## src/include/video_mode.svh

```systemverilog
`ifndef VIDEO_MODE_SVH
`define VIDEO_MODE_SVH

// 720x480 progressive timing, counted in pixel clocks and lines

// Horizontal timing
`define H_TOTAL         858
`define H_VISIBLE       720
`define H_OFFSET        16
`define H_SYNC_START    736
`define H_SYNC_WIDTH    62

// Vertical timing
`define V_LINES         525
`define V_LINES_ADD     526 // One extra line per frame in add-line mode
`define V_VISIBLE       480
`define V_OFFSET        0
`define V_SYNC_START    489
`define V_SYNC_WIDTH    6

// Sync polarity, the level that marks an active pulse
`define HSYNC_ON        1'b0
`define VSYNC_ON        1'b0

`endif

```

## src/logic/video_pkg.sv

```systemverilog
package video_pkg;

`include "video_mode.svh"

    typedef logic [23:0] pixel_t; // Red in the top byte, blue in the bottom byte

    typedef logic [11:0] beam_count_t;

    // Line buffer address, read as bank and column when lines are doubled
    typedef union packed {
        struct packed {
            logic [1:0] bank;
            logic [9:0] column;
        } doubled;
        struct packed {
            logic        pad;
            logic [10:0] column;
        } single;
    } buffer_addr_u;

    // --------------------------------------------------
    // Mode timing

    localparam beam_count_t H_TOTAL      = beam_count_t'(`H_TOTAL);
    localparam beam_count_t H_VISIBLE    = beam_count_t'(`H_VISIBLE);
    localparam beam_count_t H_OFFSET     = beam_count_t'(`H_OFFSET);
    localparam beam_count_t H_SYNC_START = beam_count_t'(`H_SYNC_START);
    localparam beam_count_t H_SYNC_WIDTH = beam_count_t'(`H_SYNC_WIDTH);

    localparam beam_count_t V_LINES      = beam_count_t'(`V_LINES);
    localparam beam_count_t V_LINES_ADD  = beam_count_t'(`V_LINES_ADD);
    localparam beam_count_t V_VISIBLE    = beam_count_t'(`V_VISIBLE);
    localparam beam_count_t V_OFFSET     = beam_count_t'(`V_OFFSET);
    localparam beam_count_t V_SYNC_START = beam_count_t'(`V_SYNC_START);
    localparam beam_count_t V_SYNC_WIDTH = beam_count_t'(`V_SYNC_WIDTH);

    localparam logic HSYNC_ON = `HSYNC_ON;
    localparam logic VSYNC_ON = `VSYNC_ON;

endpackage

```

## src/logic/pixel_capture.sv

```systemverilog
`timescale 1ns/1ns

module pixel_capture #(
    parameter int PIXEL_FACTOR = 2
) (
    input  logic                    clock,
    input  logic                    reset,
    input  logic                    pixel_valid,
    input  logic                    line_start,
    input  logic                    frame_start,
    input  video_pkg::pixel_t       pixel_in,
    input  logic                    line_doubler,
    output logic                    write_enable,
    output video_pkg::buffer_addr_u write_address,
    output video_pkg::pixel_t       write_data,
    output logic                    start_strobe
);
    import video_pkg::*;

    // Words needed for one visible line in each layout
    localparam logic [10:0] SINGLE_WORDS  = 11'(H_VISIBLE / PIXEL_FACTOR);
    localparam logic [10:0] DOUBLED_WORDS = 11'(H_VISIBLE);

    logic [10:0] column;
    logic [1:0]  bank;
    logic [10:0] column_now;
    logic [1:0]  bank_now;
    logic [10:0] line_words;

    // A strobe in the same cycle as a pixel already applies to that pixel
    assign column_now = line_start ? '0 : column;
    assign bank_now   = frame_start ? '0 : (line_start ? bank + 2'd1 : bank);
    assign line_words = line_doubler ? DOUBLED_WORDS : SINGLE_WORDS;

    always_ff @(posedge clock) begin
        if (!reset) begin
            column       <= '0;
            bank         <= '0;
            write_enable <= 1'b0;
            start_strobe <= 1'b0;
        end else begin
            start_strobe <= frame_start;
            write_enable <= pixel_valid && (column_now < line_words); // Excess pixels are dropped
            bank         <= bank_now;
            column       <= pixel_valid ? column_now + 11'd1 : column_now;
        end
    end

    always_ff @(posedge clock) begin
        write_data <= pixel_in;
        if (line_doubler) begin
            write_address.doubled.bank   <= bank_now;
            write_address.doubled.column <= column_now[9:0];
        end else begin
            write_address.single.pad    <= 1'b0;
            write_address.single.column <= column_now;
        end
    end

    column_in_range: assert property (@(posedge clock) disable iff (!reset)
        pixel_valid |-> (column_now <= 11'd1023));

endmodule

```

## config.mk

```make
export PLATFORM = sky130hd
export DESIGN_NAME = pixel_capture
export DESIGN_NICKNAME = d
export VERILOG_FILES = /design/src/logic/video_pkg.sv /design/src/logic/pixel_capture.sv
export VERILOG_INCLUDE_DIRS = /design/src /design/src/include
export SDC_FILE = /design/constraint.sdc
export NUM_CORES = 1
export LEC_CHECK = 0
export BUFFER_PORTS_ARGS = -buffer_cell sky130_fd_sc_hd__buf_2
export CAP_MARGIN = 20
export CORE_MARGIN = 2
export CORE_UTILIZATION = 48
export CTS_BUF_LIST = sky130_fd_sc_hd__clkbuf_4 sky130_fd_sc_hd__clkbuf_8
export CTS_CLUSTER_SIZE = 10
export DETAILED_ROUTE_END_ITERATION = 16
export HOLD_SLACK_MARGIN = 0.05
export PLACE_DENSITY = 0.86
export REMOVE_ABC_BUFFERS = 1
export SLEW_MARGIN = 20
export SYNTH_ARGS = -nofsm -noshare
export SYNTH_HDL_FRONTEND = slang
export SYNTH_SLANG_ARGS = --single-unit
```

## constraint.sdc

```tcl
create_clock -name clock -period 2.7 [get_ports clock]
set_clock_uncertainty 0.15 [all_clocks]
set_input_delay 0.81 -clock clock [delete_from_list [all_inputs] [get_ports clock]]
set_output_delay 0.81 -clock clock [all_outputs]
set_load 0.02 [all_outputs]
```

# After elaboration in Yosys (flattened, before gate mapping)
# Index checks and enable logic that the tools add are counted.
# totals
register_bits,51
in_bits,30
out_inout_bits,38
elab_cells,17
# classes
addsub,2
order_cmp,1
mux,6
reduce_logical,1
# op_table
cell,n
$mux 11,3
$add 11x1->11 const B,1
$lt 11x10->1,1
$mux 10,1
$mux 2,2
$add 2x1->2 const B,1
$logic_and 1x1->1,1

# Longest topological paths before layout
# logic_depth
word_depth,4
mapped_depth,7
depth_no_buf,6

# Least setup slack after synthesis
# No wires, ideal clock.
# synth_path
path_kind,input-to-reg
from,input port line_start
to,register column[10]
setup_ns,0.131
t_arrival_ns,1.902
t_required_ns,2.419
path_slack_ns,0.517
cell_stages,6
n_path_buf,1
cell_sequence,buf_4 nor2b_1 ha_1 nand4_1 nor4_1 o21ai_0
# synth_between
elab_chain_cells,3
# synth_lines
element,line,text
start: declaration,pixel_capture.sv:9,"input logic line_start,"
$mux 11,pixel_capture.sv:31,assign column_now = line_start ? '0 : column;
via column_now[0],pixel_capture.sv:26,logic [10:0] column_now;
$add 11x1->11,pixel_capture.sv:45,column <= pixel_valid ? column_now + 11'd1 : column_now;
$mux 11,pixel_capture.sv:45,
end signal: assignment,pixel_capture.sv:45,
end: declaration,pixel_capture.sv:24,logic [10:0] column;
# The timed path passes the listed nets, and every way through them passes these cells.
# A chain may end at the register's enable or synchronous reset.

# Final worst setup path
# Same ends and word-level chain as after synthesis.

==> impl_metrics.toml <==
[run_status]
status = "finished clean"

[placement]
place_ws_ns = 0.242
place_hpwl_um = 2310
place_inst = 246
io_buffers = 67
gp_congestion = 0.743

[detailed_routing]
detail-route-antenna-nets = 0
drc = 0
finalWirelength_um = 2990
drtIter0Drc = 53
via_count = 1145
first_pass_iters = 2
via_per_inst = 4.51
wl_per_cell_um = 11.8

[yosys]
syn_area_mm2 = 0.00161
synth_cell_type_count = 29
syn_area_per_cell_um2 = 11.9
synthAdderAreaFrac = 0.0465
synth_top_flop_cell = "dfxtp_1"
synth_xor_area_frac = 0.0543
synth_seq_cells = 51
synth_top_family_by_area = "simple AND/OR/NAND/NOR gates"
synth_edf_count = 0
yosys.area_share.simple = 0.199
synth_sequential_area_ratio = 0.633
synth.area.mux_share = 0.00621
synthArstFlopShare = 0
synth_compound_area_frac = 0.0334
ys_warn_count = 0
netlist_instances = 136

[global_routing]
grt_pass1_vias = 1017
grt_usage = 0.161
grt_pass1_wl_um = 4400
antenna_found_initial = 0
grt_max_degree = 20
grt-ovfl-total = 0

[sta]
rsz0062_at_grt = "no"
drv_slew = 0
hold_viol = 0
timing.hold.ws_ns = 0.354
finalSetupTns_ns = 0
worst_slew_pin_slew_ns = 0.359
fmax_mhz = 475
fin_crit_ns = 2.10
finalSetupViolations = 0
final.period_utilization = 0.779
slew_headroom = 0.759
worst_slack_ns = 0.596

[floorplanning]
start_util = 0.491
rows = 21
die_h_um = 62.0
fp.coreArea_mm2 = 0.00328
num_io_pins = 68
fp.dieW_um = 62.0
die_area_mm2 = 0.00384

[finish]
final_cells = 254
area_delta_synth_final_pct = 29.7
diodes = 0
fillers = 274
drive_above_1_share = 0.375
nets = 243

[hold_path]
hold_end = "bank[0]"
min_path_type = "reg -> reg"
worstHoldPathCells = 2
hold_start = "bank[0]"

[clock_tree]
cts_inserted_buffers = 5
cts_tree = "yes"
clk_latency_ns = 0.36
clock_sinks = 51
clk_pin_slew_ns = 0.12
clock_path_buffers = 2
cts-root-buf = "clkbuf_4"
post_cts_buffers = 0
ctsResizeCount = 0
cts.htree.levels = 2
hold_buffers = 0

[pwr]
ir_worst_vdd_mv = 0.323
leakagePower_nw = 1.04
powerDensity_mw_per_mm2 = 670
p_total_mw = 1.40

[critical_path]
critPathTopFamily = "simple AND/OR/NAND/NOR gates"
cpMaxStageDelayCell = "nor4_1"
timing.rr.start = "column[0]"
required_ns = 2.79
crit_buf_inv = 1
slowest_delay_ns = 0.38
critPathKind = "in -> reg"
critical_path_cell_count = 6
cp.arrival_ns = 2.20
worst-path-max-fanout = 19
endpoint_kind = "flop"
regToRegEndpoint = "column[10]"
critPathLaunchType = "primary input"
rr_worst_depth = 5
reg2reg_slack_ns = 0.86
cp_cell_sequence = "buf_2 -> nor2b_1 -> ha_1 -> nand4_1 -> nor4_1 -> o21ai_0"

[run]
maxCapViolations = 0
==> cell usage after synthesis (2+ instances only) <==
master     n  area share
nor2_1     5       0.012
and2_1     5       0.019
nand4_1    2      0.0078
buf_4      2      0.0093
nor2b_1    9       0.035
nand2_1    8       0.019
nor3_1     5       0.016
o21ai_0    3      0.0093
and2b_1    4       0.019
nand3b_1   3       0.014
dfxtp_1   51        0.63
ha_1       6       0.047
xor2_1     4       0.022
nand2b_1   2      0.0078
xnor2_1    6       0.033
inv_1      7       0.016
a21oi_1    2      0.0062
==> how the worst max path moves through the flow <==
stage          startpoint    endpoint
3_3_place_gp   line_start  column[10]
2_1_floorplan  line_start  column[10]
4_1_cts        line_start  column[10]
6_report       line_start  column[10]
3_5_place_dp   line_start  column[10]
5_1_grt        line_start  column[10]
==> area by class of cell <==
class,instances,area [um^2],share of cell area
Multi-Input combinational cell,75,547,0.261
Timing Repair Buffer,67,335,0.160
Tap cell,46,57.6,0.0275
Clock buffer,6,45.0,0.0215
Inverter,7,26.3,0.0126
Clock inverter,2,60.1,0.0287
Sequential cell,51,1020,0.488
==> power by group <==
group | switching [mW] | internal, mW | total, mW
logic | 0.0602 | 0.0411 | 0.101
clock network | 0.218 | 0.299 | 0.517
registers | 0.00639 | 0.778 | 0.784
==> flip-flops by register name (all words and copies together) (netlist names) <==
name,count
write_data,24
write_address,12
column,11
bank,2
start_strobe,1
write_enable,1
==> layout by cell type (no fill, tap or decap), drive strengths merged, types with 2 or more instances in the layout <==
master,n
a21oi,2
and2,5
and2b,4
buf,67
bufinv,2
clkbuf,6
dfxtp,51
ha,6
inv,7
nand2,8
nand2b,2
nand3b,3
nand4,3
nor2,5
nor2b,9
nor3,5
nor4,2
o21ai,3
xnor2,6
xor2,4
==> kinds of logic (layout without fill, tap and decap cells) <==
kind of cell	count (synthesis)	in the layout
AND/OR/NAND/NOR	49	49
flip-flops	51	51
adder cells (fa/ha/maj)	6	6
AO/OA/AOI/OAI	9	9
multiplexers	1	1
buffers and inverters	10	82
XOR/XNOR	10	10
==> metal layers <==
layer / vias up / GRT usage / wire [um]
li1: 594 / - / -
met1: 489 / 0.174 / 1290
met2: 56 / 0.271 / 1350
met3: 6 / 0.0600 / 306
met4: 0 / 0.0912 / 46
met5: - / 0 / 0
==> per-stage QoR <==
stage          instance area [um^2]   util
2_1_floorplan                  1590      -
3_3_place_gp                   1990  0.605
3_5_place_dp                   1990  0.605
4_1_cts                        2090  0.637
5_1_grt                        2090  0.637
6_report                       2090  0.637
==> worst register-to-register path: cells and delay by family (launching register included) <==
| family | cells | cell delay, ns |
|---|---|---|
| AOI/OAI and AO/OA | 1 | 0.14 |
| and+or+nand+nor | 3 | 0.84 |
| adders and majority gates | 1 | 0.22 |
| DFF | 1 | 0.38 |
(Power assumes the default switching activity.)
