## src/include/video_mode.svh

```systemverilog
`ifndef VIDEO_MODE_SVH
`define VIDEO_MODE_SVH

// 720x480 progressive timing, counted in pixel clocks and lines

// Horizontal timing
`define H_TOTAL         858
`define H_VISIBLE       720
`define H_OFFSET        16
`define H_SYNC_START    736
`define H_SYNC_WIDTH    62

// Vertical timing
`define V_LINES         525
`define V_LINES_ADD     526 // One extra line per frame in add-line mode
`define V_VISIBLE       480
`define V_OFFSET        0
`define V_SYNC_START    489
`define V_SYNC_WIDTH    6

// Sync polarity, the level that marks an active pulse
`define HSYNC_ON        1'b0
`define VSYNC_ON        1'b0

`endif

```

## src/logic/video_pkg.sv

```systemverilog
package video_pkg;

`include "video_mode.svh"

    typedef logic [23:0] pixel_t; // Red in the top byte, blue in the bottom byte

    typedef logic [11:0] beam_count_t;

    // Line buffer address, read as bank and column when lines are doubled
    typedef union packed {
        struct packed {
            logic [1:0] bank;
            logic [9:0] column;
        } doubled;
        struct packed {
            logic        pad;
            logic [10:0] column;
        } single;
    } buffer_addr_u;

    // --------------------------------------------------
    // Mode timing

    localparam beam_count_t H_TOTAL      = beam_count_t'(`H_TOTAL);
    localparam beam_count_t H_VISIBLE    = beam_count_t'(`H_VISIBLE);
    localparam beam_count_t H_OFFSET     = beam_count_t'(`H_OFFSET);
    localparam beam_count_t H_SYNC_START = beam_count_t'(`H_SYNC_START);
    localparam beam_count_t H_SYNC_WIDTH = beam_count_t'(`H_SYNC_WIDTH);

    localparam beam_count_t V_LINES      = beam_count_t'(`V_LINES);
    localparam beam_count_t V_LINES_ADD  = beam_count_t'(`V_LINES_ADD);
    localparam beam_count_t V_VISIBLE    = beam_count_t'(`V_VISIBLE);
    localparam beam_count_t V_OFFSET     = beam_count_t'(`V_OFFSET);
    localparam beam_count_t V_SYNC_START = beam_count_t'(`V_SYNC_START);
    localparam beam_count_t V_SYNC_WIDTH = beam_count_t'(`V_SYNC_WIDTH);

    localparam logic HSYNC_ON = `HSYNC_ON;
    localparam logic VSYNC_ON = `VSYNC_ON;

endpackage

```

## src/logic/beam_if.sv

```systemverilog
`timescale 1ns/1ns

interface beam_if;
    import video_pkg::*;

    beam_count_t beam_x;
    beam_count_t beam_y;
    logic        fetch_window; // Beam is inside the part of the screen that shows buffer data
    logic        line_doubler; // Registered mode, changes only together with a restart

    modport ctrl (
        output beam_x,
        output beam_y,
        output fetch_window,
        output line_doubler
    );

    modport fetch (
        input beam_x,
        input beam_y,
        input fetch_window,
        input line_doubler
    );

endinterface

```

## src/logic/fetch_address_gen.sv

```systemverilog
`timescale 1ns/1ns

module fetch_address_gen #(
    parameter int PIXEL_FACTOR = 2
) (
    beam_if.fetch                  beam,
    output video_pkg::buffer_addr_u read_address
);
    import video_pkg::*;

    localparam int          COLUMN_OFFSET = H_OFFSET / PIXEL_FACTOR;
    localparam logic [11:0] PARK_ADDRESS  = 12'd1023; // Read from here while the window is closed

    logic [10:0] scaled_x;

    // Each buffer word covers PIXEL_FACTOR screen pixels
    assign scaled_x = (PIXEL_FACTOR == 2) ? beam.beam_x[11:1] : beam.beam_x[10:0];

    always_comb begin
        read_address = PARK_ADDRESS;
        if (beam.fetch_window) begin
            if (beam.line_doubler) begin
                read_address.doubled.bank   = beam.beam_y[2:1]; // Two screen lines per bank
                read_address.doubled.column = beam.beam_x[9:0] - 10'(COLUMN_OFFSET);
            end else begin
                read_address.single.pad    = 1'b0;
                read_address.single.column = scaled_x - 11'(COLUMN_OFFSET);
            end
        end
    end

endmodule

```

## src/flat_wrapper.sv

```systemverilog
// flat-port wrapper written by rule: the top's interface ports become plain ports
module fetch_address_gen_flat import video_pkg::*;
#(
    parameter int PIXEL_FACTOR = 2
)
  (read_address, beam_beam_x, beam_beam_y, beam_fetch_window, beam_line_doubler);
  beam_if beam_i ();
  output video_pkg::buffer_addr_u read_address;
  input wire logic [$bits(beam_i.beam_x)-1:0] beam_beam_x;
  input wire logic [$bits(beam_i.beam_y)-1:0] beam_beam_y;
  input wire logic [$bits(beam_i.fetch_window)-1:0] beam_fetch_window;
  input wire logic [$bits(beam_i.line_doubler)-1:0] beam_line_doubler;
  assign beam_i.beam_x = beam_beam_x;
  assign beam_i.beam_y = beam_beam_y;
  assign beam_i.fetch_window = beam_fetch_window;
  assign beam_i.line_doubler = beam_line_doubler;
  fetch_address_gen #(.PIXEL_FACTOR(PIXEL_FACTOR)) u_core (.beam(beam_i), .read_address(read_address));
endmodule
```

## config.mk

```make
export PLATFORM = sky130hd
export DESIGN_NAME = fetch_address_gen_flat
export DESIGN_NICKNAME = d
export VERILOG_FILES = /design/src/logic/video_pkg.sv /design/src/logic/beam_if.sv /design/src/logic/fetch_address_gen.sv /design/src/flat_wrapper.sv
export VERILOG_INCLUDE_DIRS = /design/src /design/src/include
export SDC_FILE = /design/constraint.sdc
export NUM_CORES = 1
export LEC_CHECK = 0
export ABC_CLOCK_PERIOD_IN_PS = 1340
export BUFFER_PORTS_ARGS = -buffer_cell sky130_fd_sc_hd__clkbuf_2
export CORE_AREA = 5 5 42 44
export DETAILED_ROUTE_END_ITERATION = 6
export DIE_AREA = 0 0 47 49
export GPL_TIMING_DRIVEN = 0
export PLACE_DENSITY = 0.73
export SLEW_MARGIN = 20
export SYNTH_ARGS = -nofsm -noshare
export SYNTH_HDL_FRONTEND = slang
export SYNTH_SLANG_ARGS = --single-unit
```

## constraint.sdc

```tcl
create_clock -name vclk -period 1.34
set_clock_uncertainty 0.15 [all_clocks]
set_input_delay 0 -clock vclk [all_inputs]
set_output_delay 0 -clock vclk [all_outputs]
set_load 0.02 [all_outputs]
```

## Yosys cells after proc, flatten, opt, wreduce, memory -nomap -nowiden

Cells that the tools add are included.

| cells by class | value |
|---|---|
| add/sub/neg operators | 2 |
| muxes and demuxes | 2 |

Operators by type and width:

| operator | count |
|---|---|
| 12-bit 2-to-1 mux | 2 |
| 11-bit by 4-bit subtractor with 11-bit output, second input constant | 1 |
| 10-bit by 4-bit subtractor with 10-bit output, second input constant | 1 |

| storage, ports and cells | value |
|---|---|
| flip-flop bits (word level) | 0 |
| output and inout bits | 12 |
| logic and storage cells | 4 |
| input port bits | 26 |

## Longest topological paths before layout

| logic depth | value |
|---|---|
| depth after elaboration | 3 |
| depth in mapped cells | 5 |
| mapped depth without buffers | 5 |

## Least setup slack after synthesis

OpenSTA, ideal clock, no wires.

| timing | value |
|---|---|
| kind | in2out |
| from | input beam_beam_x[4] |
| to | output read_address[9] (netlist name) |
| required time | 1190 ps |
| slack | -297 ps |
| data arrival time | 1487 ps |
| stages | 5 |
| cells stage by stage | inv_1 ha_1 or3b_1 o21ba_2 a221oi_1 |

RTL lines:

| item | RTL line | RTL |
|---|---|---|
| from (decl) | flat_wrapper.sv:9 | `input wire logic [$bits(beam_i.beam_x)-1:0] beam_beam_x;` |
| to (decl) | flat_wrapper.sv:8 | `output video_pkg::buffer_addr_u read_address;` |

==> flow_metrics.env <==
export IMPL_status="finished, violations left"
export IMPL_violations="negative setup slack"
export IMPL_fmax_mhz=651.6
export IMPL_min_path_cells=4
export IMPL_dpl_instance_area_sq_um=646.9
export IMPL_hold_path_end="read_address[0]"
export IMPL_vias_per_cell=5.289
export IMPL_dp_cells=110
export IMPL_critPathLaunchType="input port"
export IMPL_slew_viol_final=0
export IMPL_start_util_pct=32.50
export IMPL_required_ns=1.19
export IMPL_ys_seq_area_share_pct=0
export IMPL_route_detailed_drc=0
export IMPL_synth_compound_area_share_pct=30.22
export IMPL_ant_nets=0
export IMPL_port_buffers=25
export IMPL_drive_gt1_share_pct=51.02
export IMPL_avgSynthCellArea_sq_um=6.601
export IMPL_fp_dieH_um=49
export IMPL_wl_per_cell_um=12.58
export IMPL_yosysMostFrequentCell="nand2_1"
export IMPL_syn_area_sq_um=455.4
export IMPL_synth_cells=69
export IMPL_syn_nets=98
export IMPL_drt_pass1_iterations=4
export IMPL_die_x_um=47
export IMPL_regArea_sq_um=0
export IMPL_fillers=142
export IMPL_coreArea_sq_mm=0.001401
export IMPL_worstSetupPathType="in2out"
export IMPL_power_leakage_nw=0.3497
export IMPL_synth_top_family_by_area="simple AND/OR/NAND/NOR gates"
export IMPL_final_core_util_pct=56.16
export IMPL_grt_pass1_wl_mm=2.387
export IMPL_crit_arrival_ns=1.38
export IMPL_critPathMaxFanout=4
export IMPL_layout_nets=129
export IMPL_nFlopsAndLatches=0
export IMPL_wl_mm=1.434
export IMPL_design_area_sq_um=787.0
export IMPL_synth_adder_area_share_pct=8.242
export IMPL_grt_usage_pct=12.63
export IMPL_yosys_warnings=0
export IMPL_io_pins=38
export IMPL_num_vias=603
export IMPL_area_growth_pct=72.80
export IMPL_clkbuf_count=0
export IMPL_place_gp_congestion=0.8286
export IMPL_n_antenna_cell=0
export IMPL_setup_ws_ns=-0.1947
export IMPL_row_count=14
export IMPL_ys_types=37
export IMPL_synthMuxAreaShare_pct=9.066
export IMPL_gr_total_overflow=0
export IMPL_die_area_sq_mm=0.002303
export IMPL_netlist_area_leader_share_pct=8.242
export IMPL_synth_xor_area_share_pct=5.769
export IMPL_hold_slack_ns=0.2009
export IMPL_antenna_found_initial=0
export IMPL_tns_ns=-0.5026
export IMPL_min_period_ns=1.535
export IMPL_fin_cells=114
export IMPL_grt_pass1_vias=562
export IMPL_place_hpwl_mm=1.122
export IMPL_hold_class="in2out"
export IMPL_post_route_period_util_pct=114.5
export IMPL_cap_violations=0
export IMPL_yosys_area_share_simple_pct=35.16
export IMPL_pre_cts_ws_ns=-0.3026
export IMPL_synth_area_leaders="ha_1, nand2_1, mux2i_1"
export IMPL_max_slew_worst_pin_slew_ns=0.4856
export IMPL_rsz0062_at_grt="yes"
export IMPL_setup_violations=3
export IMPL_finalPower_mw=0.2632
export IMPL_powerDensity_mw_per_mm2=334.4
export IMPL_worstHoldStart="beam_beam_x[0]"
export IMPL_dr_first_iter_drc_count=5
export IMPL_ys_top_cells_by_count="nand2_1, inv_1"
export IMPL_slew_headroom_pct=67.63
export IMPL_cts_hold_buf=0
export IMPL_worst_setup_path_end_kind="primary output"
export IMPL_yosys_area_top_type="ha_1"
export IMPL_grt_max_degree=11
export IMPL_hold_viol=0
export IMPL_ir_drop_mv=0.1663
-- logic make-up after synthesis --
| family | after synthesis |
|---|---|
| adder cells (fa/ha/maj) | 3 |
| AND/OR/NAND/NOR | 29 |
| XOR/XNOR | 3 |
| buffers and inverters | 11 |
| multiplexers | 4 |
| AO/OA/AOI/OAI | 19 |
-- cell type report --
class	instances	area [sq um]	share of cell area, %
plain buffers	5	32.53	4.134
inverters	6	35.03	4.452
multi-input cells	58	503.0	63.91
well taps	16	20.02	2.544
repair buffers	29	196.4	24.96
-- repair_timing --
| item | 4_1_cts | 5_1_grt |
|---|---|---|
| gates resized for setup | 15 | 21 |
| buffers inserted | 2 | 2 |
| pin swaps | 1 | 4 |
| setup endpoints to repair | 5 | 7 |
-- power by group --
| part | switching (mW) | leakage, nW | total (mW) | internal (mW) |
|---|---|---|---|---|
| combinational | 0.141 | 0.350 | 0.263 | 0.122 |
| sequential | 0 | 0 | 0 | 0 |
| clock | 0 | 0 | 0 | 0 |
-- cells in the final DEF, fill, tap and decap left out, types with 3 or more instances in the layout --
master	n
buf_4	5
buf_8	3
clkbuf_2	20
inv_1	4
mux2i_1	3
nand2_1	10
nor2_1	3
-- worst max-delay path by stage --
stage	slack, ns	end	from	cells after the start
3_5_place_dp	-0.30	read_address[9]	beam_beam_x[4]	7
4_1_cts	-0.20	read_address[9]	beam_beam_x[4]	7
5_1_grt	-0.24	read_address[9]	beam_beam_x[4]	7
3_3_place_gp	-0.29	read_address[9]	beam_beam_x[4]	7
6_report	-0.19	read_address[9]	beam_beam_x[4]	7
2_1_floorplan	-0.04	read_address[9]	beam_beam_x[4]	5
-- per-layer routing --
metal | track usage (%) | routed length [um] | up-vias
met4 | 0 | 0 | 0
met1 | 17.17 | 576 | 269
li1 | - | - | 312
met5 | 0 | 0 | -
met3 | 0.3690 | 92 | 0
met2 | 22.62 | 765 | 22
-- critical path, cell delays in order --
cell and delay, ns:
buf_8 0.11, inv_8 0.05, ha_4 0.12, or3b_4 0.40, o21ba_4 0.24, a221oi_4 0.27, clkbuf_8 0.18
(Power assumes the default switching activity.)
