<file path="config.mk">
export PLATFORM = sky130hd
export DESIGN_NAME = beam_timing_ctrl_flat
export DESIGN_NICKNAME = d
export VERILOG_FILES = /design/src/logic/video_pkg.sv /design/src/logic/beam_if.sv /design/src/logic/beam_timing_ctrl.sv /design/src/flat_wrapper.sv
export VERILOG_INCLUDE_DIRS = /design/src /design/src/include
export SDC_FILE = /design/constraint.sdc
export NUM_CORES = 1
export LEC_CHECK = 0
export BUFFER_PORTS_ARGS = -buffer_cell sky130_fd_sc_hd__buf_2
export CORE_UTILIZATION = 53
export CTS_BUF_LIST = sky130_fd_sc_hd__clkbuf_8
export CTS_CLUSTER_SIZE = 24
export DETAILED_ROUTE_END_ITERATION = 10
export PLACE_DENSITY_LB_ADDON = 0.12
export SLEW_MARGIN = 20
export SYNTH_ARGS = -nofsm -noshare
export SYNTH_HDL_FRONTEND = slang
export SYNTH_SLANG_ARGS = --single-unit
</file>
<file path="constraint.sdc">
create_clock -name clock -period 2.53 [get_ports clock]
set_input_delay 0.253 -clock clock [delete_from_list [all_inputs] [get_ports clock]]
set_output_delay 0.253 -clock clock [all_outputs]
set_load 0.03 [all_outputs]
</file>
<file path="src/include/video_mode.svh">
`ifndef VIDEO_MODE_SVH
`define VIDEO_MODE_SVH

// 720x480 progressive timing, counted in pixel clocks and lines

// Horizontal timing
`define H_TOTAL         858
`define H_VISIBLE       720
`define H_OFFSET        16
`define H_SYNC_START    736
`define H_SYNC_WIDTH    62

// Vertical timing
`define V_LINES         525
`define V_LINES_ADD     526 // One extra line per frame in add-line mode
`define V_VISIBLE       480
`define V_OFFSET        0
`define V_SYNC_START    489
`define V_SYNC_WIDTH    6

// Sync polarity, the level that marks an active pulse
`define HSYNC_ON        1'b0
`define VSYNC_ON        1'b0

`endif

</file>
<file path="src/logic/video_pkg.sv">
package video_pkg;

`include "video_mode.svh"

    typedef logic [23:0] pixel_t; // Red in the top byte, blue in the bottom byte

    typedef logic [11:0] beam_count_t;

    // Line buffer address, read as bank and column when lines are doubled
    typedef union packed {
        struct packed {
            logic [1:0] bank;
            logic [9:0] column;
        } doubled;
        struct packed {
            logic        pad;
            logic [10:0] column;
        } single;
    } buffer_addr_u;

    // --------------------------------------------------
    // Mode timing

    localparam beam_count_t H_TOTAL      = beam_count_t'(`H_TOTAL);
    localparam beam_count_t H_VISIBLE    = beam_count_t'(`H_VISIBLE);
    localparam beam_count_t H_OFFSET     = beam_count_t'(`H_OFFSET);
    localparam beam_count_t H_SYNC_START = beam_count_t'(`H_SYNC_START);
    localparam beam_count_t H_SYNC_WIDTH = beam_count_t'(`H_SYNC_WIDTH);

    localparam beam_count_t V_LINES      = beam_count_t'(`V_LINES);
    localparam beam_count_t V_LINES_ADD  = beam_count_t'(`V_LINES_ADD);
    localparam beam_count_t V_VISIBLE    = beam_count_t'(`V_VISIBLE);
    localparam beam_count_t V_OFFSET     = beam_count_t'(`V_OFFSET);
    localparam beam_count_t V_SYNC_START = beam_count_t'(`V_SYNC_START);
    localparam beam_count_t V_SYNC_WIDTH = beam_count_t'(`V_SYNC_WIDTH);

    localparam logic HSYNC_ON = `HSYNC_ON;
    localparam logic VSYNC_ON = `VSYNC_ON;

endpackage

</file>
<file path="src/logic/beam_if.sv">
`timescale 1ns/1ns

interface beam_if;
    import video_pkg::*;

    beam_count_t beam_x;
    beam_count_t beam_y;
    logic        fetch_window; // Beam is inside the part of the screen that shows buffer data
    logic        line_doubler; // Registered mode, changes only together with a restart

    modport ctrl (
        output beam_x,
        output beam_y,
        output fetch_window,
        output line_doubler
    );

    modport fetch (
        input beam_x,
        input beam_y,
        input fetch_window,
        input line_doubler
    );

endinterface

</file>
<file path="src/logic/beam_timing_ctrl.sv">
`timescale 1ns/1ns

module beam_timing_ctrl (
    input  logic clock,
    input  logic reset,
    input  logic start_strobe,
    input  logic line_doubler,
    input  logic add_line,
    beam_if.ctrl beam,
    output logic hsync,
    output logic vsync,
    output logic draw_area
);
    import video_pkg::*;

    beam_count_t x_count;
    beam_count_t y_count;
    beam_count_t x_q;
    beam_count_t y_q;
    beam_count_t v_total;
    logic        running;
    logic        running_q;
    logic        beam_valid;
    logic        line_doubler_reg;
    logic        add_line_reg;
    logic        restart;
    logic        hsync_q;
    logic        vsync_q;
    logic        hsync_next;
    logic        vsync_next;

    assign v_total    = add_line_reg ? V_LINES_ADD : V_LINES;
    assign restart    = (line_doubler != line_doubler_reg) || (add_line != add_line_reg);
    assign beam_valid = running && running_q; // x_q and y_q hold a live position

    // --------------------------------------------------
    // Beam counters

    always_ff @(posedge clock) begin
        if (!reset) begin
            running          <= 1'b0;
            running_q        <= 1'b0;
            line_doubler_reg <= 1'b0;
            add_line_reg     <= 1'b0;
            x_count          <= H_OFFSET;
            y_count          <= V_OFFSET;
        end else begin
            line_doubler_reg <= line_doubler;
            add_line_reg     <= add_line;
            running_q        <= running;
            if (restart) begin
                running <= 1'b0; // Wait for the next frame start in the new mode
                x_count <= H_OFFSET;
                y_count <= V_OFFSET;
            end else if (!running && start_strobe) begin
                running <= 1'b1;
                x_count <= H_OFFSET;
                y_count <= V_OFFSET;
            end else if (running) begin
                if (x_count == H_TOTAL - 1'b1) begin
                    x_count <= '0;
                    if (y_count == v_total - 1'b1) begin
                        y_count <= '0;
                    end else begin
                        y_count <= y_count + 1'b1;
                    end
                end else begin
                    x_count <= x_count + 1'b1;
                end
            end
        end
    end

    always_ff @(posedge clock) begin
        if (running) begin
            x_q <= x_count;
            y_q <= y_count;
        end
    end

    // --------------------------------------------------
    // Sync generation

    assign hsync_next = (x_q >= H_SYNC_START) && (x_q < H_SYNC_START + H_SYNC_WIDTH);

    // Vertical pulse opens and closes on the hsync leading edge
    assign vsync_next = ((y_q == V_SYNC_START) && (x_q >= H_SYNC_START))
                     || ((y_q > V_SYNC_START) && (y_q < V_SYNC_START + V_SYNC_WIDTH))
                     || ((y_q == V_SYNC_START + V_SYNC_WIDTH) && (x_q < H_SYNC_START));

    always_ff @(posedge clock) begin
        if (!reset || restart) begin
            hsync_q <= ~HSYNC_ON;
            vsync_q <= ~VSYNC_ON;
        end else if (beam_valid) begin
            hsync_q <= hsync_next ? HSYNC_ON : ~HSYNC_ON;
            vsync_q <= vsync_next ? VSYNC_ON : ~VSYNC_ON;
        end
    end

    assign hsync     = hsync_q;
    assign vsync     = vsync_q;
    assign draw_area = beam_valid && (x_q < H_VISIBLE) && (y_q < V_VISIBLE); // Registered again downstream

    assign beam.beam_x       = x_count;
    assign beam.beam_y       = y_count;
    assign beam.line_doubler = line_doubler_reg;
    assign beam.fetch_window = running
                            && (x_count >= H_OFFSET) && (x_count < H_VISIBLE - H_OFFSET)
                            && (y_count >= V_OFFSET) && (y_count < V_VISIBLE - V_OFFSET);

    // The registered sync trails the live counter by two clocks
    hsync_in_window: assert property (@(posedge clock) disable iff (!reset)
        (hsync_q == HSYNC_ON) |-> (x_count >= H_SYNC_START + 12'd2)
                                  && (x_count < H_SYNC_START + H_SYNC_WIDTH + 12'd2));

    counters_in_range: assert property (@(posedge clock) disable iff (!reset)
        (x_count < H_TOTAL) && (y_count < v_total));

endmodule

</file>
<file path="src/flat_wrapper.sv">
// flat-port wrapper written by rule: the top's interface ports become plain ports
module beam_timing_ctrl_flat import video_pkg::*;
  (clock, reset, start_strobe, line_doubler, add_line, hsync, vsync, draw_area, beam_beam_x, beam_beam_y, beam_fetch_window, beam_line_doubler);
  beam_if beam_i ();
  input  logic clock;
  input  logic reset;
  input  logic start_strobe;
  input  logic line_doubler;
  input  logic add_line;
  output logic hsync;
  output logic vsync;
  output logic draw_area;
  output wire logic [$bits(beam_i.beam_x)-1:0] beam_beam_x;
  output wire logic [$bits(beam_i.beam_y)-1:0] beam_beam_y;
  output wire logic [$bits(beam_i.fetch_window)-1:0] beam_fetch_window;
  output wire logic [$bits(beam_i.line_doubler)-1:0] beam_line_doubler;
  assign beam_beam_x = beam_i.beam_x;
  assign beam_beam_y = beam_i.beam_y;
  assign beam_fetch_window = beam_i.fetch_window;
  assign beam_line_doubler = beam_i.line_doubler;
  beam_timing_ctrl u_core (.clock(clock), .reset(reset), .start_strobe(start_strobe), .line_doubler(line_doubler), .add_line(add_line), .beam(beam_i), .hsync(hsync), .vsync(vsync), .draw_area(draw_area));
endmodule
</file>
Yosys cells after proc, flatten, opt, wreduce, memory -nomap -nowiden
Cells that the tools add are included.

word-level totals
  input port bits = 5
  register bits after elaboration = 54

cells by class
  bitwise logic cells = 1
  $add $sub $neg = 3
  $lt $le $gt $ge = 11
  equal/unequal tests = 6
  reductions and logical operators = 21
  multiplexer cells = 5

operators with widths
  cell                                                                 number
  less-than comparator 12 x 10 -> 1 bit, second input constant         4
  less-than comparator 12 x 9 -> 1 bit, second input constant          3
  adder 12 x 1 -> 12 bit, second input constant                        2
  == test 12 x 9 -> 1 bit, second input constant                       2
  two-way mux 12 bit                                                   2
  == test 12 x 10 -> 1 bit, second input constant                      1
  == test 12 bit                                                       1
  greater-or-equal comparator 12 x 1 -> 1 bit, second input constant   1
  greater-or-equal comparator 12 x 10 -> 1 bit, second input constant  1
  greater-or-equal comparator 12 x 5 -> 1 bit, second input constant   1
  greater-than comparator 12 x 9 -> 1 bit, second input constant       1
  logical AND 1 bit                                                    12
  subtractor 12 x 1 -> 12 bit, second input constant                   1
  logical OR 1 bit                                                     4
  OR reduction 3 bit                                                   1
  logical NOT 1 bit                                                    2
  two-way mux 1 bit                                                    2
  two-way mux 2 bit                                                    1
  != test 1 bit                                                        2
  AND reduction 2 bit                                                  1
  OR reduction 2 bit                                                   1
  inverter 1 bit                                                       1

Depth between registers and ports, before layout
Gate-level depths: netlist (run 1).

  depth after elaboration = 5
  mapped depth = 8
  mapped depth without buffers = 6

Least setup slack after synthesis (run 1)
OpenSTA, ideal clock, no wires.

  path kind = register to register
  from = reg u_core.running
  to = reg u_core.y_count[4], in the netlist u_core.beam.beam_y[4]
  period minus slack after synthesis = 2.638 ns
  path slack = -0.108 ns
  buffers on the path = 1
  stages on the path, launching flop included = 6
  setup time = 0.077 ns
  arrival time = 2.562 ns
  cells stage by stage = dfxtp_1 -> or3b_1 -> or4_4 -> buf_6 -> or4_1 -> a21oi_1

between the ends
  cells in the longest elaborated chain, start to end = 3
  elaborated cells between the ends (all ways) = 4
  classes of those cells = reduce/logical: 4

ends and longest elaborated chain
  what                                 RTL line                source
  from (decl)                          beam_timing_ctrl.sv:21  logic running;
  from (signal assigned)               beam_timing_ctrl.sv:41  running <= 1'b0;
  from (signal assigned)               beam_timing_ctrl.sv:52  running <= 1'b0;
  from (signal assigned)               beam_timing_ctrl.sv:56  running <= 1'b1;
  logical NOT 1 bit                    beam_timing_ctrl.sv:55  end else if (!running && start_strobe) begin
  logical AND 1 bit                    beam_timing_ctrl.sv:55
  OR reduction 3 bit (no source line)  n/a
  to (signal assigned)                 beam_timing_ctrl.sv:65  y_count <= y_count + 1'b1;
  to (decl)                            beam_timing_ctrl.sv:17  beam_count_t y_count;

Parallel ways exist; a longest one is shown, timed or not.
A chain may end at the register's enable or synchronous reset.

Final worst setup path (run 1)
  from = reg u_core.x_count[10], in the netlist u_core.beam.beam_x[10]
  to = reg u_core.y_count[11], in the netlist u_core.beam.beam_y[11]

between the ends
  cells in the longest elaborated chain, start to end = 2

ends and longest elaborated chain
  what                                  RTL line                source
  from (decl)                           beam_timing_ctrl.sv:16  beam_count_t x_count;
  from (signal assigned)                beam_timing_ctrl.sv:68  x_count <= x_count + 1'b1;
  == test 12 x 10 -> 1 bit              beam_timing_ctrl.sv:60  if (x_count == H_TOTAL - 1'b1) begin
  AND reduction 2 bit (no source line)  n/a

No other way between the ends.

==> results of run 1 <==
==> metrics by stage <==
stage / cell area [sq um] / worst slack [ps] / std cells
after floorplan: 2247 / 162.9 / 211
after global placement: 2482 / 387.8 / 294
after detailed placement: 2482 / 352.7 / 294
after CTS: 2590 / 325.7 / 302
after global routing: 2590 / 253.6 / 302
final: 2590 / 337.9 / 302
==> metal layers <==
layer | routed length, um | global-route usage
met1 | 2208 | 0.3115
met2 | 2207 | 0.3438
met3 | 221 | 0.05137
met4 | 40 | 0.07181
met5 | 0 | 0
==> power by group through the flow <==
stage	clock, W	sequential [W]	combinational [W]
floorplan	0	0.000939	0.0000260
global placement	0	0.000934	0.0000486
detailed placement	0	0.000935	0.0000488
CTS	0.000572	0.000915	0.0000491
global route	0.000594	0.000917	0.0000541
finish	0.000559	0.000915	0.0000484
==> area by class of cell <==
type	count	area, sq um
multi-input combinational	148	909.6
clock inverter	3	38.79
timing repair buffer	37	195.2
tap	50	62.56
sequential	53	1292
clock buffer	5	68.82
inverter	6	22.52
fill	362	1439
==> cell usage in the layout (no fill, tap or decap), types with 2 or more instances in the layout <==
cell type | netlist | layout
a211oi_1 | 2 | 2
a21oi_1 | 14 | 14
and2_1 | 3 | 3
and3_1 | 2 | 2
buf_2 | 0 | 33
buf_4 | 0 | 4
clkbuf_8 | 0 | 5
dfxtp_1 | 30 | 29
edfxtp_1 | 23 | 23
ha_1 | 4 | 4
inv_1 | 6 | 7
nand2_1 | 13 | 13
nand3_1 | 12 | 12
nand4_1 | 10 | 10
nor2_1 | 18 | 18
nor3_1 | 8 | 8
nor4_1 | 6 | 6
nor4b_1 | 3 | 3
o21ai_0 | 7 | 7
o31ai_1 | 5 | 5
or3_1 | 5 | 5
or4_1 | 6 | 6
xnor2_1 | 9 | 9
xor2_1 | 5 | 5
==> cells by family after synthesis <==
family | Yosys count
buffers and inverters | 10
multiplexers | 1
flip-flops | 53
AND/OR/NAND/NOR | 94
AO/OA/AOI/OAI | 35
adder cells (fa/ha/maj) | 4
XOR/XNOR | 14
==> worst min path at each step <==
stage	to	depth (start not counted)
3_5_place_dp	u_core.hsync	2
5_1_grt	u_core.hsync	2
2_1_floorplan	u_core.hsync	1
3_3_place_gp	u_core.hsync	2
6_report	u_core.hsync	2
4_1_cts	u_core.hsync	2
==> critical path: cells and delay by family (launching register included) <==
| kind | cells | cell delay [ps] |
|---|---|---|
| compound gates | 1 | 150 |
| simple gates | 3 | 1630 |
| flops | 1 | 350 |
==> run_results.csv, run 1 <==
group,metric,value,unit
run_status,outcome,"complete, no violations",
routing,wire_per_inst,15.49,um
worst_setup_path,cp-start-kind,"register",
grt,grt_max_degree,37,
worst_setup_path,crit_type,"reg -> reg",
floorplan,io_pins,34,
power,p_switching,0.0003104,W
clocking,cts_resized,0,
hold_path,hold_class,"in -> reg",
worst_setup_path,rr_endpoint,"u_core.beam.beam_y[11]",
synthesis,synth.most_common_cell,"dfxtp_1",
sta,fin_crit_sh,0.8664,
place,place_hpwl,3238,um
floorplan,die_w,67.10,um
routing,first_pass_iters,4,
sta,final_max_slew_viol_count,0,
power,internal-power,0.001213,W
run,drv_cap,0,
sta,worst_slew_margin_rel,0.5883,
clocking,numCtsBuffers,5,
synthesis,synth.top_cell.area_share,0.3075,
grt,antenna_found_initial,0,
routing,drt_wl_total,4678,um
synthesis,synth_seq_cells,53,
synthesis,synthSimpleGateAreaFrac,0.2306,
sta,skew,11.14,ps
clocking,clkSlewWorstSetupHoldPaths,90,ps
synthesis,synth-main-ff-cell,"dfxtp_1",
worst_setup_path,r2r_slack,340,ps
grt,overflow,0,
routing,routed_via_density,5.828,
synthesis,ys_seq_area_frac,0.5749,
clocking,htreeDepth,2,
clocking,insertion_delay,310,ps
routing,vias,1760,
synthesis,netlist_top_cells_count,"dfxtp_1 (30), edfxtp_1 (23), nor2_1 (18)",
synthesis,synth_xor_area_frac,0.05460,
sta,setup_violations,0,
synthesis,synthMuxAreaShare,0.004457,
synthesis,syn_nets,220,
power,p_leak,0.8569,nW
hold_path,min_from,"reset",
synthesis,syn_area_per_cell,10.64,sq um
grt,grt_usage,0.2247,
grt,grt_pass1_vias,1521,
sta,worstMarginPinSlew,611.9,ps
routing,ant_nets,0,
clocking,clock_path_buffers,2,
power,total_power,0.001523,W
finish,antenna_cells,0,
power,p_comb_frac,0.032,
place,gp_congestion,0.8001,
clocking,cts_setup_buffers,0,
synthesis,synth_fa_ha_area_frac,0.02228,
routing,drt_iter0_drc,76,
synthesis,synth_area_leaders,"edfxtp_1 (31%), dfxtp_1 (27%), xnor2_1 (3.5%)",
worst_setup_path,cp_data_arrival_time,2430,ps
power,seqPwrFrac,0.601,
synthesis,syn_area,2246,sq um
sta,hold_violations,0,
clocking,cts.sinks,53,
synthesis,yosysUniqueCellTypes,40,
synthesis,ys_warn_count,0,
worst_setup_path,r2r_cells,4,
worst_setup_path,crit_chain,"or3b_1 -> or4_4 -> or4_1 -> a21oi_1",
floorplan,core_region_area,4029,sq um
power,p_clk_frac,0.367,
synthesis,synth_top_family_by_area,"simple AND/OR/NAND/NOR gates",
routing,drcViolationCount,0,
synthesis,yosysTopAreaCell,"edfxtp_1",
finish,finish.utilization,0.6429,
sta,whs,161.8,ps
clocking,cts_tree,"yes",
synthesis,async_flop_share,0,
synthesis,synth_edf_count,23,
sta,fin_setup_tns,0,ps
worst_setup_path,timing.rr.start,"u_core.beam.beam_x[10]",
worst_setup_path,end_kind,"register",
sta,rsz0062_at_grt,"no",
worst_setup_path,critPathMaxStageDelay,670,ps
floorplan,start_util,0.5575,
sta,fmax,0.4562,GHz
floorplan,die_area,4502,sq um
worst_setup_path,cp-endpoint,"u_core.beam.beam_y[11]",
synthesis,synth_compound_area_frac,0.09304,
worst_setup_path,crit_required,2770,ps
floorplan,die_h,67.10,um
worst_setup_path,cpMaxStageDelayCell,"or4_4",
clocking,hold_buffers,0,
power,powerDensity,588.0,nW/um^2
synthesis,syn_inst,211,
power,vdd_drop_max,0.3550,mV
finish,layout.nets,260,
worst_setup_path,cp_max_fo,21,
place,io_buffers,33,
sta,layout_min_cycle_time,2192,ps
floorplan,row_count,23,
worst_setup_path,startpoint,"u_core.beam.beam_x[10]",
finish,drive_above_1_share,0.1905,
clocking,root_buffer,"clkbuf_8",
finish,synthToLayoutAreaGrowth,15.32,%
grt,grt_first_pass_wirelength,7314,um
power,switching_share,0.2038,
No activity file was read; power rests on OpenSTA's default activity.
==> inputs of run 2 (changes only) <==
- clock period: 2.53 -> 1.85 ns (I/O delays scaled with it)
==> run 2 against run 1 <==
Against the previous run: the flow now finishes with violations (negative setup slack); clock power grew 41%; first-iteration DRC count grew 20%; final cell count grew 9.9%; sequential cell count is the same; cell area grew 17%; combinational power grew 100%; count of clock-buffer cells in the layout is the same; utilization grew 11 points; power grew 40%; sequential power grew 37%; die area is the same; critical path depth is the same; critical endpoint is now u_core.beam.beam_y[10].
==> run_results.csv, run 2 (synthesized netlist as in run 1, its figures left out) <==
group,metric,value,unit
grt,busiest_layer,"met2",
floorplan,row_count,23,
routing,vias,1964,
worst_setup_path,critPathBufInv,0,
worst_setup_path,cp_data_arrival_time,2290,ps
grt,grt_max_degree,37,
routing,routed_via_density,5.916,
sta,rsz0062_at_grt,"yes",
floorplan,core_region_area,4029,sq um
clocking,htreeDepth,2,
power,total_power,0.002135,W
worst_setup_path,crit_top_cell,"or4_4",
routing,drt_iter0_drc,91,
clocking,numCtsBuffers,5,
grt,use_met2,0.4175,
floorplan,io_pins,34,
run_status,outcome,"finished with violations",
floorplan,start_util,0.5575,
place,gp_congestion,0.8378,
routing,wire_per_inst,17.40,um
hold_path,hold_class,"in -> reg",
floorplan,die_w,67.10,um
sta,fin_crit_sh,1.100,
sta,worstMarginPinSlew,430.2,ps
sta,hold_violations,0,
clocking,insertion_delay,310,ps
grt,grt_usage,0.2688,
worst_setup_path,crit_type,"reg -> reg",
power,p_leak,1.048,nW
finish,antenna_cells,0,
grt,grt_first_pass_wirelength,8638,um
finish,layout_common_cells,"buf_2 (32), dfxtp_1 (26), buf_4 (23), edfxtp_1 (23)",
sta,fmax,0.4913,GHz
grt,grt_use_met1,0.3577,
power,powerDensity,701.6,nW/um^2
clocking,clock_path_buffers,2,
sta,final_max_slew_viol_count,0,
place,placed_cells,317,
clocking,clkSlewWorstSetupHoldPaths,100,ps
routing,ant_nets,0,
place,place_hpwl,3422,um
worst_setup_path,path_delay_family,"simple AND/OR/NAND/NOR gates",
finish,layout.nets,290,
sta,layout_min_cycle_time,2036,ps
grt,grt_pass1_vias,1756,
grt,use_met3,0.05479,
grt,overflow,0,
finish,final_common_cell,"buf_2",
finish,drive_above_1_share,0.3830,
finish,layout.cells.non_filler,332,
sta,skew,7.681,ps
routing,drt_wl_total,5778,um
worst_setup_path,crit_required,2100,ps
grt,antenna_found_initial,0,
clocking,cts_tree,"yes",
power,vdd_drop_max,0.5504,mV
place,io_buffers,33,
clocking,root_buffer,"clkbuf_8",
finish,synthToLayoutAreaGrowth,35.49,%
run_status,violations,"negative setup slack",
sta,worst_slew_margin_rel,0.7106,
clocking,cts.sinks,53,
worst_setup_path,cp_max_fo,5,
floorplan,die_h,67.10,um
worst_setup_path,cp-start-kind,"register",
worst_setup_path,cpMaxStageDelayCell,"or4_4",
sta,setup_violations,22,
routing,drcViolationCount,0,
floorplan,die_area,4502,sq um
sta,setup_ws,-185.6,ps
run,drv_cap,0,
worst_setup_path,critPathMaxStageDelay,580,ps
worst_setup_path,crit_chain,"or3b_4 -> or4_4 -> or4_4 -> a21oi_2",
worst_setup_path,end_kind,"register",
routing,first_pass_iters,4,
[run 2: final cells by class]
type                            instances  area [sq um]
Sequential cell                        53          1299
Multi-Input combinational cell        150          1080
Fill cell                             272         985.9
Timing Repair Buffer                   65         467.9
Clock buffer                            5         68.82
Tap cell                               50         62.56
Clock inverter                          3         42.54
Inverter                                6         22.52
[run 2: through the flow]
step	setup slack (ps)	hold WS (ps)	util	area, sq um	setup TNS, ps
after floorplan	-366.3	258.9	-	2272	-4792
after global placement	-197.6	411.2	0.6649	2679	-2262
after detailed placement	-221.2	419.7	0.6649	2679	-2639
after CTS	-187.6	89.31	0.7233	2914	-1177
after global routing	-224.5	92.53	0.7553	3043	-2503
final	-185.6	87.22	0.7553	3043	-1626
[run 2: report_power, final]
part / leakage (nW) / switching [W] / total [W] / internal [W]
Clock: 0.0595 / 0.000387 / 0.000788 / 0.000401
Sequential: 0.426 / 0.0000127 / 0.00125 / 0.00124
Combinational: 0.562 / 0.0000557 / 0.0000974 / 0.0000417
[run 2: worst paths after layout]
kind / endpoint / from / cells after the start / slack [ps]
setup reg to reg: u_core.beam.beam_y[10] / u_core.running / 4 / -190
setup / recovery: u_core.beam.beam_y[10] / u_core.running / 4 / -190
hold reg to reg: u_core.hsync / u_core.hsync / 2 / 490
hold / removal: u_core.hsync / reset / 2 / 90
[run 2: per-layer routing]
layer	vias up	share of wire
met1	941	0.44
met5	-	0
li1	943	-
met3	18	0.050
met4	0	0.029
met2	62	0.48
[run 2: what timing repair did]
item | CTS | global route
setup endpoints to repair | 23 | 24
gates resized for setup | 22 | 28
gates cloned | 3 | 1
buffers inserted | 3 | 0
pin swaps | 11 | 10
hold buffers | 0 | 0
